<file path="config.mk">
export PLATFORM = sky130hd
export DESIGN_NAME = mtrap_top
export DESIGN_NICKNAME = d
export VERILOG_FILES = /design/src/rtl/mtrap_pkg.sv /design/src/rtl/mtrap_irq_ctrl.sv /design/src/rtl/mtrap_csr_file.sv /design/src/rtl/mtrap_top.sv
export SDC_FILE = /design/constraint.sdc
export NUM_CORES = 1
export LEC_CHECK = 0
export ABC_AREA = 1
export BUFFER_PORTS_ARGS = -buffer_cell sky130_fd_sc_hd__buf_2
export CAP_MARGIN = 20
export CORE_ASPECT_RATIO = 2
export CORE_UTILIZATION = 50
export DETAILED_ROUTE_END_ITERATION = 8
export GPL_TIMING_DRIVEN = 0
export PLACE_DENSITY = 0.77
export SYNTH_ARGS = -nofsm -noshare
export SYNTH_HDL_FRONTEND = slang
export SYNTH_SLANG_ARGS = --single-unit
</file>
<file path="constraint.sdc">
create_clock -name clk -period 2.7 [get_ports clk]
set_input_delay 0.135 -clock clk [delete_from_list [all_inputs] [get_ports clk]]
set_output_delay 0.135 -clock clk [all_outputs]
set_load 0.01 [all_outputs]
</file>
<file path="src/rtl/mtrap_pkg.sv">
// Trap block package: widths, scalar types, CSR addresses, ID values, misa bits, CSR word union.
package mtrap_pkg;

    // Basic widths.
    localparam int XLEN       = 32;
    localparam int CSR_ADDR_W = 12;
    localparam int CAUSE_W    = 5;
    // First external interrupt line.
    localparam int EXT_IRQ_LO = 16;

    // Register word.
    typedef logic [XLEN-1:0] word_t;
    // Address bits 31 to 1.
    typedef logic [XLEN-2:0] pc_t;
    // Address bits 31 to 2.
    typedef logic [XLEN-3:0] tvec_t;
    typedef logic [CSR_ADDR_W-1:0] csr_addr_t;
    // Trap or interrupt number.
    typedef logic [CAUSE_W-1:0] cause_t;
    // External lines 31 to 16.
    typedef logic [XLEN-1:EXT_IRQ_LO] ext_irq_t;

    // mstatus layout, only MPIE and MIE kept.
    typedef struct packed {
        logic [XLEN-1:8] rsv_hi;
        logic            mpie;
        logic [6:4]      rsv_mid;
        logic            mie;
        logic [2:0]      rsv_lo;
    } mstatus_view_t;

    // mcause layout.
    typedef struct packed {
        logic                    intr;
        logic [XLEN-2:CAUSE_W]   rsv;
        cause_t                  num;
    } mcause_view_t;

    // One CSR word seen raw, as mstatus or as mcause.
    typedef union packed {
        word_t         raw;
        mstatus_view_t mstatus;
        mcause_view_t  mcause;
    } csr_word_u;

    // Machine-mode CSR addresses.
    localparam csr_addr_t CSR_MSTATUS    = 12'h300;
    localparam csr_addr_t CSR_MISA       = 12'h301;
    localparam csr_addr_t CSR_MEDELEG    = 12'h302;
    localparam csr_addr_t CSR_MIDELEG    = 12'h303;
    localparam csr_addr_t CSR_MIE        = 12'h304;
    localparam csr_addr_t CSR_MTVEC      = 12'h305;
    localparam csr_addr_t CSR_MSTATUSH   = 12'h310;
    localparam csr_addr_t CSR_MSCRATCH   = 12'h340;
    localparam csr_addr_t CSR_MEPC       = 12'h341;
    localparam csr_addr_t CSR_MCAUSE     = 12'h342;
    localparam csr_addr_t CSR_MTVAL      = 12'h343;
    localparam csr_addr_t CSR_MIP        = 12'h344;
    // Read-only ID block.
    localparam csr_addr_t CSR_MVENDORID  = 12'hf11;
    localparam csr_addr_t CSR_MARCHID    = 12'hf12;
    localparam csr_addr_t CSR_MIMPID     = 12'hf13;
    localparam csr_addr_t CSR_MHARTID    = 12'hf14;
    localparam csr_addr_t CSR_MCONFIGPTR = 12'hf15;

    // Architecture ID.
    localparam word_t MARCHID_VALUE = 32'd37;
    // Major version 2, no minor, no patch.
    localparam word_t MIMPID_VALUE  = {16'h0000, 8'd2, 8'h00};

    // misa extension bit positions.
    localparam int MISA_BIT_A = 0;
    localparam int MISA_BIT_C = 2;
    localparam int MISA_BIT_I = 8;
    localparam int MISA_BIT_M = 12;
    // XLEN code for RV32.
    localparam logic [1:0] MXL_32 = 2'b01;

endpackage

</file>
<file path="src/rtl/mtrap_irq_ctrl.sv">
// Interrupt controller: line latch, masking, priority encoder, enable delay, trap arbitration.
`timescale 1ns/100ps

module mtrap_irq_ctrl import mtrap_pkg::*; #(
    // Edges that mstatus.MIE must be seen high before interrupts open.
    parameter int unsigned mie_delay = 2
) (
    input  logic     clk,
    input  logic     rst,
    input  ext_irq_t irq,
    input  word_t    mie_bits,
    input  logic     mstatus_mie,
    input  logic     retire,
    input  logic     trap,
    input  cause_t   trap_cause,
    input  pc_t      trap_epc,
    output word_t    irq_pending,
    output logic     ex_take,
    output logic     ex_irq,
    output cause_t   ex_cause,
    output pc_t      ex_epc
);

    // Latched pending word.
    word_t                 pending_q;
    // Pending and enabled.
    word_t                 masked;
    // Lowest enabled pending number.
    cause_t                irq_num;
    // History of sampled mstatus.MIE.
    logic [mie_delay-1:0]  mie_hist;
    logic                  irq_en;
    logic                  irq_take;

    // External lines in the top half, nothing below.
    always_ff @(posedge clk) begin
        if (rst) begin
            pending_q <= '0;
        end else begin
            pending_q <= {irq, {EXT_IRQ_LO{1'b0}}};
        end
    end

    assign masked = pending_q & mie_bits;

    // Lowest index wins, so scan downwards and keep the last hit.
    always_comb begin
        irq_num = '0;
        for (int i = XLEN - 1; i >= 0; i--) begin
            if (masked[i]) begin
                irq_num = cause_t'(i);
            end
        end
    end

    // Shift register of MIE samples.
    generate
        if (mie_delay == 1) begin : g_hist_one
            always_ff @(posedge clk) begin
                if (rst) begin
                    mie_hist <= '0;
                end else begin
                    mie_hist <= mstatus_mie;
                end
            end
        end else begin : g_hist_many
            always_ff @(posedge clk) begin
                if (rst) begin
                    mie_hist <= '0;
                end else begin
                    mie_hist <= {mie_hist[mie_delay-2:0], mstatus_mie};
                end
            end
        end
    endgenerate

    // Open only when MIE is high now and at every recorded edge.
    assign irq_en = mstatus_mie && (&mie_hist);

    // Interrupts are taken at instruction boundaries only.
    assign irq_take = retire && (|masked) && irq_en;

    // Interrupt beats a trap in the same cycle.
    assign ex_take  = irq_take || trap;
    assign ex_irq   = irq_take;
    assign ex_cause = irq_take ? irq_num : trap_cause;
    // Interrupt return address is word aligned.
    assign ex_epc   = irq_take ? {trap_epc[XLEN-2:1], 1'b0} : trap_epc;

    assign irq_pending = pending_q;

endmodule

</file>
<file path="src/rtl/mtrap_csr_file.sv">
// Machine-mode CSR file: storage, read decode, write decode, trap and MRET updates.
`timescale 1ns/100ps

module mtrap_csr_file import mtrap_pkg::*; #(
    // Value of mhartid.
    parameter word_t hartid  = '0,
    // Extensions the core supports.
    parameter bit    has_m   = 1'b1,
    parameter bit    has_a   = 1'b1,
    parameter bit    has_c   = 1'b1,
    // misa is writable.
    parameter bit    misa_we = 1'b0
) (
    input  logic      clk,
    input  logic      rst,
    input  csr_addr_t csr_addr,
    input  logic      csr_we,
    input  word_t     csr_wdata,
    input  logic      mret,
    input  logic      ex_take,
    input  logic      ex_irq,
    input  cause_t    ex_cause,
    input  pc_t       ex_epc,
    input  word_t     irq_pending,
    output word_t     csr_rdata,
    output logic      csr_exists,
    output logic      csr_rdonly,
    output word_t     mie_bits,
    output logic      mstatus_mie,
    output tvec_t     tvec,
    output pc_t       ret_epc
);

    // mstatus bits.
    logic      mstatus_mie_q;
    logic      mstatus_mpie_q;
    // Per-interrupt enables.
    word_t     mie_q;
    tvec_t     mtvec_q;
    word_t     mscratch_q;
    pc_t       mepc_q;
    // mcause split into flag and number.
    logic      mcause_int_q;
    cause_t    mcause_num_q;

    // Current extension enables.
    logic      misa_a;
    logic      misa_c;
    logic      misa_m;
    word_t     misa_word;

    // Write and read data seen through the union views.
    csr_word_u wr_u;
    csr_word_u rd_u;

    assign wr_u.raw = csr_wdata;

    // A trap or interrupt on the same cycle swallows the write.
    logic      wr_en;
    assign wr_en = csr_we && !ex_take;

    // misa storage.
    generate
        if (misa_we) begin : g_misa_rw
            always_ff @(posedge clk) begin
                if (rst) begin
                    // Start with every supported extension on.
                    misa_a <= has_a;
                    misa_c <= has_c;
                    misa_m <= has_m;
                end else if (wr_en && csr_addr == CSR_MISA) begin
                    // Unsupported extensions stay off.
                    misa_a <= has_a & wr_u.raw[MISA_BIT_A];
                    misa_c <= has_c & wr_u.raw[MISA_BIT_C];
                    misa_m <= has_m & wr_u.raw[MISA_BIT_M];
                end
            end
        end else begin : g_misa_ro
            // Fixed extension set.
            assign misa_a = has_a;
            assign misa_c = has_c;
            assign misa_m = has_m;
        end
    endgenerate

    // misa value, MXL in the top two bits.
    always_comb begin
        misa_word                 = '0;
        misa_word[XLEN-1:XLEN-2]  = MXL_32;
        misa_word[MISA_BIT_I]     = 1'b1;
        misa_word[MISA_BIT_A]     = misa_a;
        misa_word[MISA_BIT_C]     = misa_c;
        misa_word[MISA_BIT_M]     = misa_m;
    end

    // Read decode and access flags.
    always_comb begin
        rd_u       = '0;
        csr_exists = 1'b1;
        csr_rdonly = 1'b0;
        case (csr_addr)
            CSR_MSTATUS: begin
                rd_u.mstatus.mie  = mstatus_mie_q;
                rd_u.mstatus.mpie = mstatus_mpie_q;
            end
            CSR_MISA: begin
                rd_u.raw = misa_word;
            end
            // Hardwired zero, writes ignored.
            CSR_MEDELEG, CSR_MIDELEG, CSR_MSTATUSH, CSR_MTVAL: begin
                rd_u.raw = '0;
            end
            CSR_MIE: begin
                rd_u.raw = mie_q;
            end
            CSR_MTVEC: begin
                rd_u.raw = {mtvec_q, 2'b00};
            end
            // only enabled pending lines are visible
            CSR_MIP: begin
                rd_u.raw = irq_pending & mie_q;
            end
            CSR_MSCRATCH: begin
                rd_u.raw = mscratch_q;
            end
            CSR_MEPC: begin
                rd_u.raw = {mepc_q, 1'b0};
            end
            CSR_MCAUSE: begin
                rd_u.mcause.intr = mcause_int_q;
                rd_u.mcause.num  = mcause_num_q;
            end
            // ID registers.
            CSR_MVENDORID, CSR_MCONFIGPTR: begin
                csr_rdonly = 1'b1;
            end
            CSR_MARCHID: begin
                csr_rdonly = 1'b1;
                rd_u.raw   = MARCHID_VALUE;
            end
            CSR_MIMPID: begin
                csr_rdonly = 1'b1;
                rd_u.raw   = MIMPID_VALUE;
            end
            CSR_MHARTID: begin
                csr_rdonly = 1'b1;
                rd_u.raw   = hartid;
            end
            default: begin
                csr_exists = 1'b0;
            end
        endcase
    end

    assign csr_rdata = rd_u.raw;

    // Register updates. Exception first, then CSR write, then MRET.
    always_ff @(posedge clk) begin
        if (rst) begin
            mstatus_mie_q  <= 1'b0;
            mstatus_mpie_q <= 1'b0;
            mie_q          <= '0;
            mtvec_q        <= '0;
            mscratch_q     <= '0;
            mepc_q         <= '0;
            mcause_int_q   <= 1'b0;
            mcause_num_q   <= '0;
        end else if (ex_take) begin
            // Save context and mask interrupts.
            mepc_q         <= ex_epc;
            mcause_int_q   <= ex_irq;
            mcause_num_q   <= ex_cause;
            mstatus_mpie_q <= mstatus_mie_q;
            mstatus_mie_q  <= 1'b0;
        end else if (csr_we) begin
            case (csr_addr)
                CSR_MSTATUS: begin
                    mstatus_mie_q  <= wr_u.mstatus.mie;
                    mstatus_mpie_q <= wr_u.mstatus.mpie;
                end
                CSR_MIE: begin
                    mie_q <= wr_u.raw;
                end
                // Low two bits of mtvec are not stored.
                CSR_MTVEC: begin
                    mtvec_q <= wr_u.raw[XLEN-1:2];
                end
                CSR_MSCRATCH: begin
                    mscratch_q <= wr_u.raw;
                end
                CSR_MEPC: begin
                    mepc_q <= wr_u.raw[XLEN-1:1];
                end
                CSR_MCAUSE: begin
                    mcause_int_q <= wr_u.mcause.intr;
                    mcause_num_q <= wr_u.mcause.num;
                end
                default: begin
                end
            endcase
        end else if (mret) begin
            // Restore the enable saved at trap entry.
            mstatus_mie_q <= mstatus_mpie_q;
        end
    end

    // Values needed by the interrupt controller and the core.
    assign mie_bits    = mie_q;
    assign mstatus_mie = mstatus_mie_q;
    assign tvec        = mtvec_q;
    assign ret_epc     = mepc_q;

endmodule

</file>
<file path="src/rtl/mtrap_top.sv">
// Trap block top level: CSR file and interrupt controller.
`timescale 1ns/100ps

module mtrap_top import mtrap_pkg::*; #(
    // Value of mhartid.
    parameter word_t       hartid    = '0,
    // Supported extensions.
    parameter bit          has_m     = 1'b1,
    parameter bit          has_a     = 1'b1,
    parameter bit          has_c     = 1'b1,
    // misa writable.
    parameter bit          misa_we   = 1'b0,
    // Interrupt enable delay in edges.
    parameter int unsigned mie_delay = 2
) (
    input  logic      clk,
    input  logic      rst,
    // Register access.
    input  csr_addr_t csr_addr,
    input  logic      csr_we,
    input  word_t     csr_wdata,
    output word_t     csr_rdata,
    output logic      csr_exists,
    output logic      csr_rdonly,
    // Retirement and traps.
    input  logic      retire,
    input  logic      trap,
    input  cause_t    trap_cause,
    input  pc_t       trap_epc,
    input  logic      mret,
    output pc_t       ret_epc,
    // External interrupt lines.
    input  ext_irq_t  irq,
    // Exception report.
    output logic      exception,
    output logic      exception_irq,
    output tvec_t     tvec
);

    // Controller to CSR file.
    logic   ex_take;
    logic   ex_irq;
    cause_t ex_cause;
    pc_t    ex_epc;
    // CSR file to controller.
    word_t  mie_bits;
    logic   mstatus_mie;
    word_t  irq_pending;

    mtrap_csr_file #(
        .hartid  (hartid),
        .has_m   (has_m),
        .has_a   (has_a),
        .has_c   (has_c),
        .misa_we (misa_we)
    ) csr_file_i (
        .clk         (clk),
        .rst         (rst),
        .csr_addr    (csr_addr),
        .csr_we      (csr_we),
        .csr_wdata   (csr_wdata),
        .mret        (mret),
        .ex_take     (ex_take),
        .ex_irq      (ex_irq),
        .ex_cause    (ex_cause),
        .ex_epc      (ex_epc),
        .irq_pending (irq_pending),
        .csr_rdata   (csr_rdata),
        .csr_exists  (csr_exists),
        .csr_rdonly  (csr_rdonly),
        .mie_bits    (mie_bits),
        .mstatus_mie (mstatus_mie),
        .tvec        (tvec),
        .ret_epc     (ret_epc)
    );

    mtrap_irq_ctrl #(
        .mie_delay (mie_delay)
    ) irq_ctrl_i (
        .clk         (clk),
        .rst         (rst),
        .irq         (irq),
        .mie_bits    (mie_bits),
        .mstatus_mie (mstatus_mie),
        .retire      (retire),
        .trap        (trap),
        .trap_cause  (trap_cause),
        .trap_epc    (trap_epc),
        .irq_pending (irq_pending),
        .ex_take     (ex_take),
        .ex_irq      (ex_irq),
        .ex_cause    (ex_cause),
        .ex_epc      (ex_epc)
    );

    // Exception strobe to the core.
    assign exception     = ex_take;
    assign exception_irq = ex_irq;

endmodule

</file>
==> results of run 1 <==
==> metrics by stage <==
stage | area, µm² | TNS, ns | utilization | setup slack, ns
floorplan | 7100 | 0 | - | 0.990
global placement | 8330 | 0 | 0.600 | 0.164
CTS | 9340 | 0 | 0.672 | 0.0686
global route | 9350 | -0.00122 | 0.673 | -0.00122
finish | 9350 | 0 | 0.673 | 0.0714
detailed placement | 8330 | 0 | 0.600 | 0.173
==> critical path: stages <==
cell	delay [ns]
buf_2	0.10
nor2_1	0.14
nand3b_1	0.16
nor2_4	0.31
nand2_1	0.24
inv_1	0.20
clkbuf_1	0.65
nand2_1	0.17
o2111ai_1	0.19
buf_2	0.18
==> placed cells by master (no fill, tap or decap), types with 28 or more instances in the layout <==
cell type        n
buf_2          211
nand2_1        192
dfxtp_1        151
a21oi_1         99
inv_1           91
o21ai_1         86
nor2_1          55
a21oi_2         54
dlygate4sd3_1   47
o21ai_0         44
nand3_1         28
==> path summary, 6_finish.rpt <==
| path | start | endpoint | depth (start not counted) |
|---|---|---|---|
| setup / recovery | csr_addr[5] | csr_rdata[16] | 10 |
| hold / removal | trap_epc[25] | csr_file_i.ret_epc[25] | 3 |
| setup reg to reg | csr_file_i.mstatus_mie | csr_file_i.ret_epc[14] | 11 |
| hold reg to reg | irq_ctrl_i.mie_hist[0] | irq_ctrl_i.mie_hist[1] | 2 |
==> cells by family after synthesis <==
family / Yosys count / share of synthesized area
buffers and inverters: 156 / 0.0988
flip-flops: 151 / 0.426
AND/OR/NAND/NOR: 311 / 0.192
AO/OA/AOI/OAI: 331 / 0.284
==> registers in the layout, summed over array words and instances, names as in the netlist <==
| name | cells |
|---|---|
| csr_file_i.mstatus_mpie_q | 1 |
| irq_ctrl_i.mie_hist | 2 |
| csr_file_i.ret_epc | 31 |
| csr_file_i.mcause_int_q | 1 |
| csr_file_i.tvec | 30 |
| csr_file_i.mcause_num_q | 5 |
| csr_file_i.mie_bits | 32 |
| irq_ctrl_i.irq_pending | 16 |
| csr_file_i.mscratch_q | 32 |
| csr_file_i.mstatus_mie | 1 |
==> report_power, final <==
part / total (µW) / internal [µW] / switching [µW]
clock: 2240 / 1260 / 979
sequential: 2320 / 2280 / 39.2
combinational: 426 / 180 / 247
total: 4990 / 3720 / 1270
==> layout make-up <==
| type | instances | area (µm²) |
|---|---|---|
| fill | 1270 | 4540 |
| multi-input combinational | 642 | 3380 |
| sequential | 151 | 3020 |
| timing repair buffer | 245 | 1460 |
| clock buffer | 20 | 437 |
| inverter | 97 | 367 |
| buffer | 59 | 348 |
| tap | 189 | 236 |
| clock inverter | 11 | 103 |
==> per-layer routing <==
layer / vias to the layer above / global-route usage / share of wire
met2: 495 / 0.652 / 0.51
met5: - / 0 / 0
met4: 0 / 0.285 / 0.072
met3: 148 / 0.0651 / 0.071
li1: 3752 / - / -
met1: 3745 / 0.376 / 0.34
==> timing repair <==
action | 4_1_cts | 5_1_grt
endpoints found under the hold margin | 43 | 0
hold buffers | 47 | 0
gates resized for setup | 0 | 9
endpoints found under the setup margin | 0 | 4
==> flow_summary.yaml, run 1 <==
detailed_routing:
  vias: 8140
  drtIter0Drc: 642
  routedWlPerCell_um: 19.1
  routed_wl_um: 27000
  postRouteAntennaNets: 0
  vias_per_cell: 5.76
  drc_errors: 0
  dr.pass1.iters: 5
power_and_ir_drop:
  p_leak_uw: 0.00431
  total_power_uw: 4990
  peakVddDrop_uv: 457
  powerDensity_nw_per_um2: 533
outcome:
  violations: "hold timing"
  status: "finished, violations left"
die:
  std_cell_rows: 61
  start_util: 0.511
  die_x_um: 86.3
  dieArea_um2: 14700
  core_area_um2: 13900
  die_y_um: 171
  io_pins: 199
sta:
  hold_violations: 6
  fin_crit_sh: 0.974
  fin_skew_ns: 0.0106
  hold_ws_ns: -0.00697
  fin_crit_ns: 2.63
  worstMarginPinSlew_ns: 0.833
  drv_slew: 0
  slew_headroom: 0.444
  finalSetupViolCount: 0
  max_freq_mhz: 380
final_layout:
  drive_gt1_frac: 0.273
  nNetsFinal: 1315
  diodes: 0
  area_growth_pct: 31.7
  stdcell_count: 1414
yosys:
  synth_area_um2: 7100
  netlist_instances: 949
  synth.distinct_cells: 38
  synth_warnings: 0
  synth_largest_area_cell: "dfxtp_1"
  synth_edf_count: 0
  synth_ff_type: "dfxtp_1"
  ys_seq_area_frac: 0.426
  synth_most_common_cell: "nand2_1"
  yosys-top-cells-count: "192 x nand2_1, 151 x dfxtp_1, 99 x a21oi_1"
  avgSynthCellArea_um2: 7.48
  ys_ff_latch: 151
  synth_fp_nets: 1051
  synthArstFlopShare: 0
  ys_top_cells_by_area: "dfxtp_1 43%, nand2_1 10%, a21oi_1 7.0%"
  synth.top_cell.area_share: 0.426
flow_run:
  cap_violations: 0
cts:
  cts_setup_buffers: 0
  clockBufferDepth: 2
  cts.sinks: 151
  cts_root_buf: "clkbuf_16"
  path_clk_slew_ns: 0.06
  numCtsBuffers: 17
  tritoncts: "built"
  htree_levels: 4
  clock_latency_ns: 0.43
critical_path:
  cp.required_ns: 2.57
  endpoint_kind: "output pin"
  critPathArrivalTime_ns: 2.49
  path_class: "primary input to output pin"
  start_kind: "primary input"
  reg2reg_slack_ns: 0.08
  cp_max_fo: 10
placement:
  port_buffers: 198
  gp_congestion: 0.988
  hpwl_um: 19300
  dp_cells: 1336
grt:
  grt_overflow: 0
  antenna_found_initial: 0
  grt_usage: 0.368
  grt_pass1_vias: 7907
  grt_first_pass_wirelength_um: 40400
  grt_max_degree: 17
min_path:
  worstHoldPathType: "primary input to flip-flop"
(Power assumes the default switching activity.)
==> inputs of run 2 (changes only) <==
- CORE_ASPECT_RATIO: 2 -> default
==> run 2 against run 1 <==
  * The run now ends clean
  * Core utilization up 1.4 points
  * Sequential share of layout area is 0.65 points lower
  * Final area increased by 2.1%
  * First-iteration DRC count grew 60%
  * Maximum frequency up 2.2%
  * Combinational power rose by 5.6%
  * Worst setup slack improved by 0.058 ns
  * Critical path type is now flip-flop to flip-flop
==> flow_summary.yaml, run 2 (synthesized netlist as in run 1, its figures left out) <==
power_and_ir_drop:
  comb_power_share: 0.090
  p_leak_uw: 0.00443
  clockPowerShare: 0.448
  power.switching_uw: 1180
  powerDensity_nw_per_um2: 526
  intPower_uw: 3840
  switching_share: 0.235
  peakVddDrop_uv: 368
  seqPwrFrac: 0.462
final_layout:
  drive_gt1_frac: 0.268
  final_common_cell: "buf_2"
  stdcell_count: 1425
  fin_area_um2: 9540
  layout_common_cells: "211 x buf_2, 192 x nand2_1, 151 x dfxtp_1"
  nFillCells: 1167
  area_growth_pct: 34.4
  nNetsFinal: 1334
grt:
  grt_pass1_vias: 7580
  grt_first_pass_wirelength_um: 39600
  grt_overflow: 0
  antenna_found_initial: 2
  grt_usage: 0.358
  grt_max_degree: 17
cts:
  cts_setup_buffers: 0
  clockBufferDepth: 2
  clock_latency_ns: 0.43
  path_clk_slew_ns: 0.06
  numCtsBuffers: 17
  cts.sinks: 151
  htree_levels: 4
  cts_root_buf: "clkbuf_16"
  tritoncts: "built"
min_path:
  worstHoldPathType: "primary input to flip-flop"
detailed_routing:
  wirelength_met1_um: 10500
  drtIter0Drc: 1026
  routed_wl_um: 25900
  vias_per_cell: 5.63
  top_layer: "met5"
  wl_met3_um: 2510
  routedWlPerCell_um: 18.2
  drc_errors: 0
  vias: 8029
  dr.pass1.iters: 5
  postRouteAntennaNets: 0
  wl_met2_um: 12100
sta:
  worstMarginPinSlew_ns: 0.830
  fin_crit_sh: 0.952
  drv_slew: 0
  hold_violations: 0
  slew_headroom: 0.447
  finalSetupViolCount: 0
  max_freq_mhz: 389
  rsz0062_at_grt: "false"
  final.setup.tns_ns: 0
  fin_crit_ns: 2.57
  fin_skew_ns: 0.00860
die:
  std_cell_rows: 43
  io_pins: 199
  dieArea_um2: 14700
  die_x_um: 121
  start_util: 0.512
  core_area_um2: 13900
  die_y_um: 121
placement:
  dp_cells: 1327
  placed_area_um2: 8320
  hpwl_um: 17900
  gp_congestion: 0.954
  port_buffers: 198
critical_path:
  path_class: "flip-flop to flip-flop"
  cp.required_ns: 3.07
  endpoint_kind: "flip-flop"
  critPathArrivalTime_ns: 2.94
  start_kind: "flip-flop"
  cp_max_fo: 10
flow_run:
  cap_violations: 0
outcome:
  status: "complete, no violations"
run 2: cell count changes in the layout (fill, tap and decap cells not counted), moves of 3 or more:
cell           change
dlygate4sd3_1     +19
clkbuf_8           +4
clkinv_4           -3
clkinvlp_4         -3
run 2: cell type report:
type | instances | area (µm²) | share of cell area
Multi-Input combinational cell | 642 | 3380 | 0.354
Sequential cell | 151 | 3020 | 0.317
Timing Repair Buffer | 264 | 1650 | 0.173
Clock buffer | 28 | 507 | 0.0531
Inverter | 97 | 367 | 0.0384
Buffer | 59 | 347 | 0.0363
Tap cell | 180 | 225 | 0.0236
Clock inverter | 3 | 40.0 | 0.00420
Antenna cell | 1 | 2.50 | 0.000262
run 2: layer usage:
layer,up-vias,GRT usage
met4,2,0.154
met2,496,0.586
met1,3676,0.443
met5,-,0
li1,3779,-
met3,76,0.0907
run 2: power groups by stage:
stage,sequential (µW),combinational (µW),clock (µW)
floorplan,2370,163,0
global placement,2360,352,0
detailed placement,2360,354,0
CTS,2320,433,2240
global route,2320,483,2340
finish,2320,450,2250
run 2: critical path, cell delays in order (launching register included):
cell	delay [ns]
dfxtp_1	0.33
nand2_2	0.10
nand2_1	0.11
nor2_1	0.17
nand2_1	0.07
nand2_1	0.12
nand2_4	0.10
nor2_4	0.12
clkbuf_4	0.25
buf_4	0.25
o21ai_0	0.10
a21oi_1	0.18
dlygate4sd3_1	0.58
run 2: path summary, 6_finish.rpt:
kind / from / to / slack (ns) / cells past startpoint
worst max-delay path: irq_ctrl_i.irq_pending[17] / csr_file_i.ret_epc[25] / 0.13 / 12
worst max register to register: irq_ctrl_i.irq_pending[17] / csr_file_i.ret_epc[25] / 0.13 / 12
worst min-delay path: trap_epc[19] / csr_file_i.ret_epc[19] / 0.004 / 3
worst min register to register: irq_ctrl_i.mie_hist[0] / irq_ctrl_i.mie_hist[1] / 0.42 / 2
run 2: per-stage QoR:
| stage | total power [µW] | hold WS [ns] | worst slack (ns) | util |
|---|---|---|---|---|
| floorplan | 2530 | 0.242 | 0.990 | - |
| global placement | 2720 | 0.339 | 0.146 | 0.599 |
| detailed placement | 2720 | 0.343 | 0.166 | 0.599 |
| CTS | 4990 | 0.000922 | 0.113 | 0.686 |
| global route | 5140 | 0.0151 | 0.0145 | 0.688 |
| finish | 5020 | 0.00444 | 0.129 | 0.688 |
run 2: repair_timing:
action	4_1_cts	5_1_grt
endpoints found under the setup margin	0	19
gates resized for setup	0	13
endpoints found under the hold margin	50	0
hold buffers	66	0
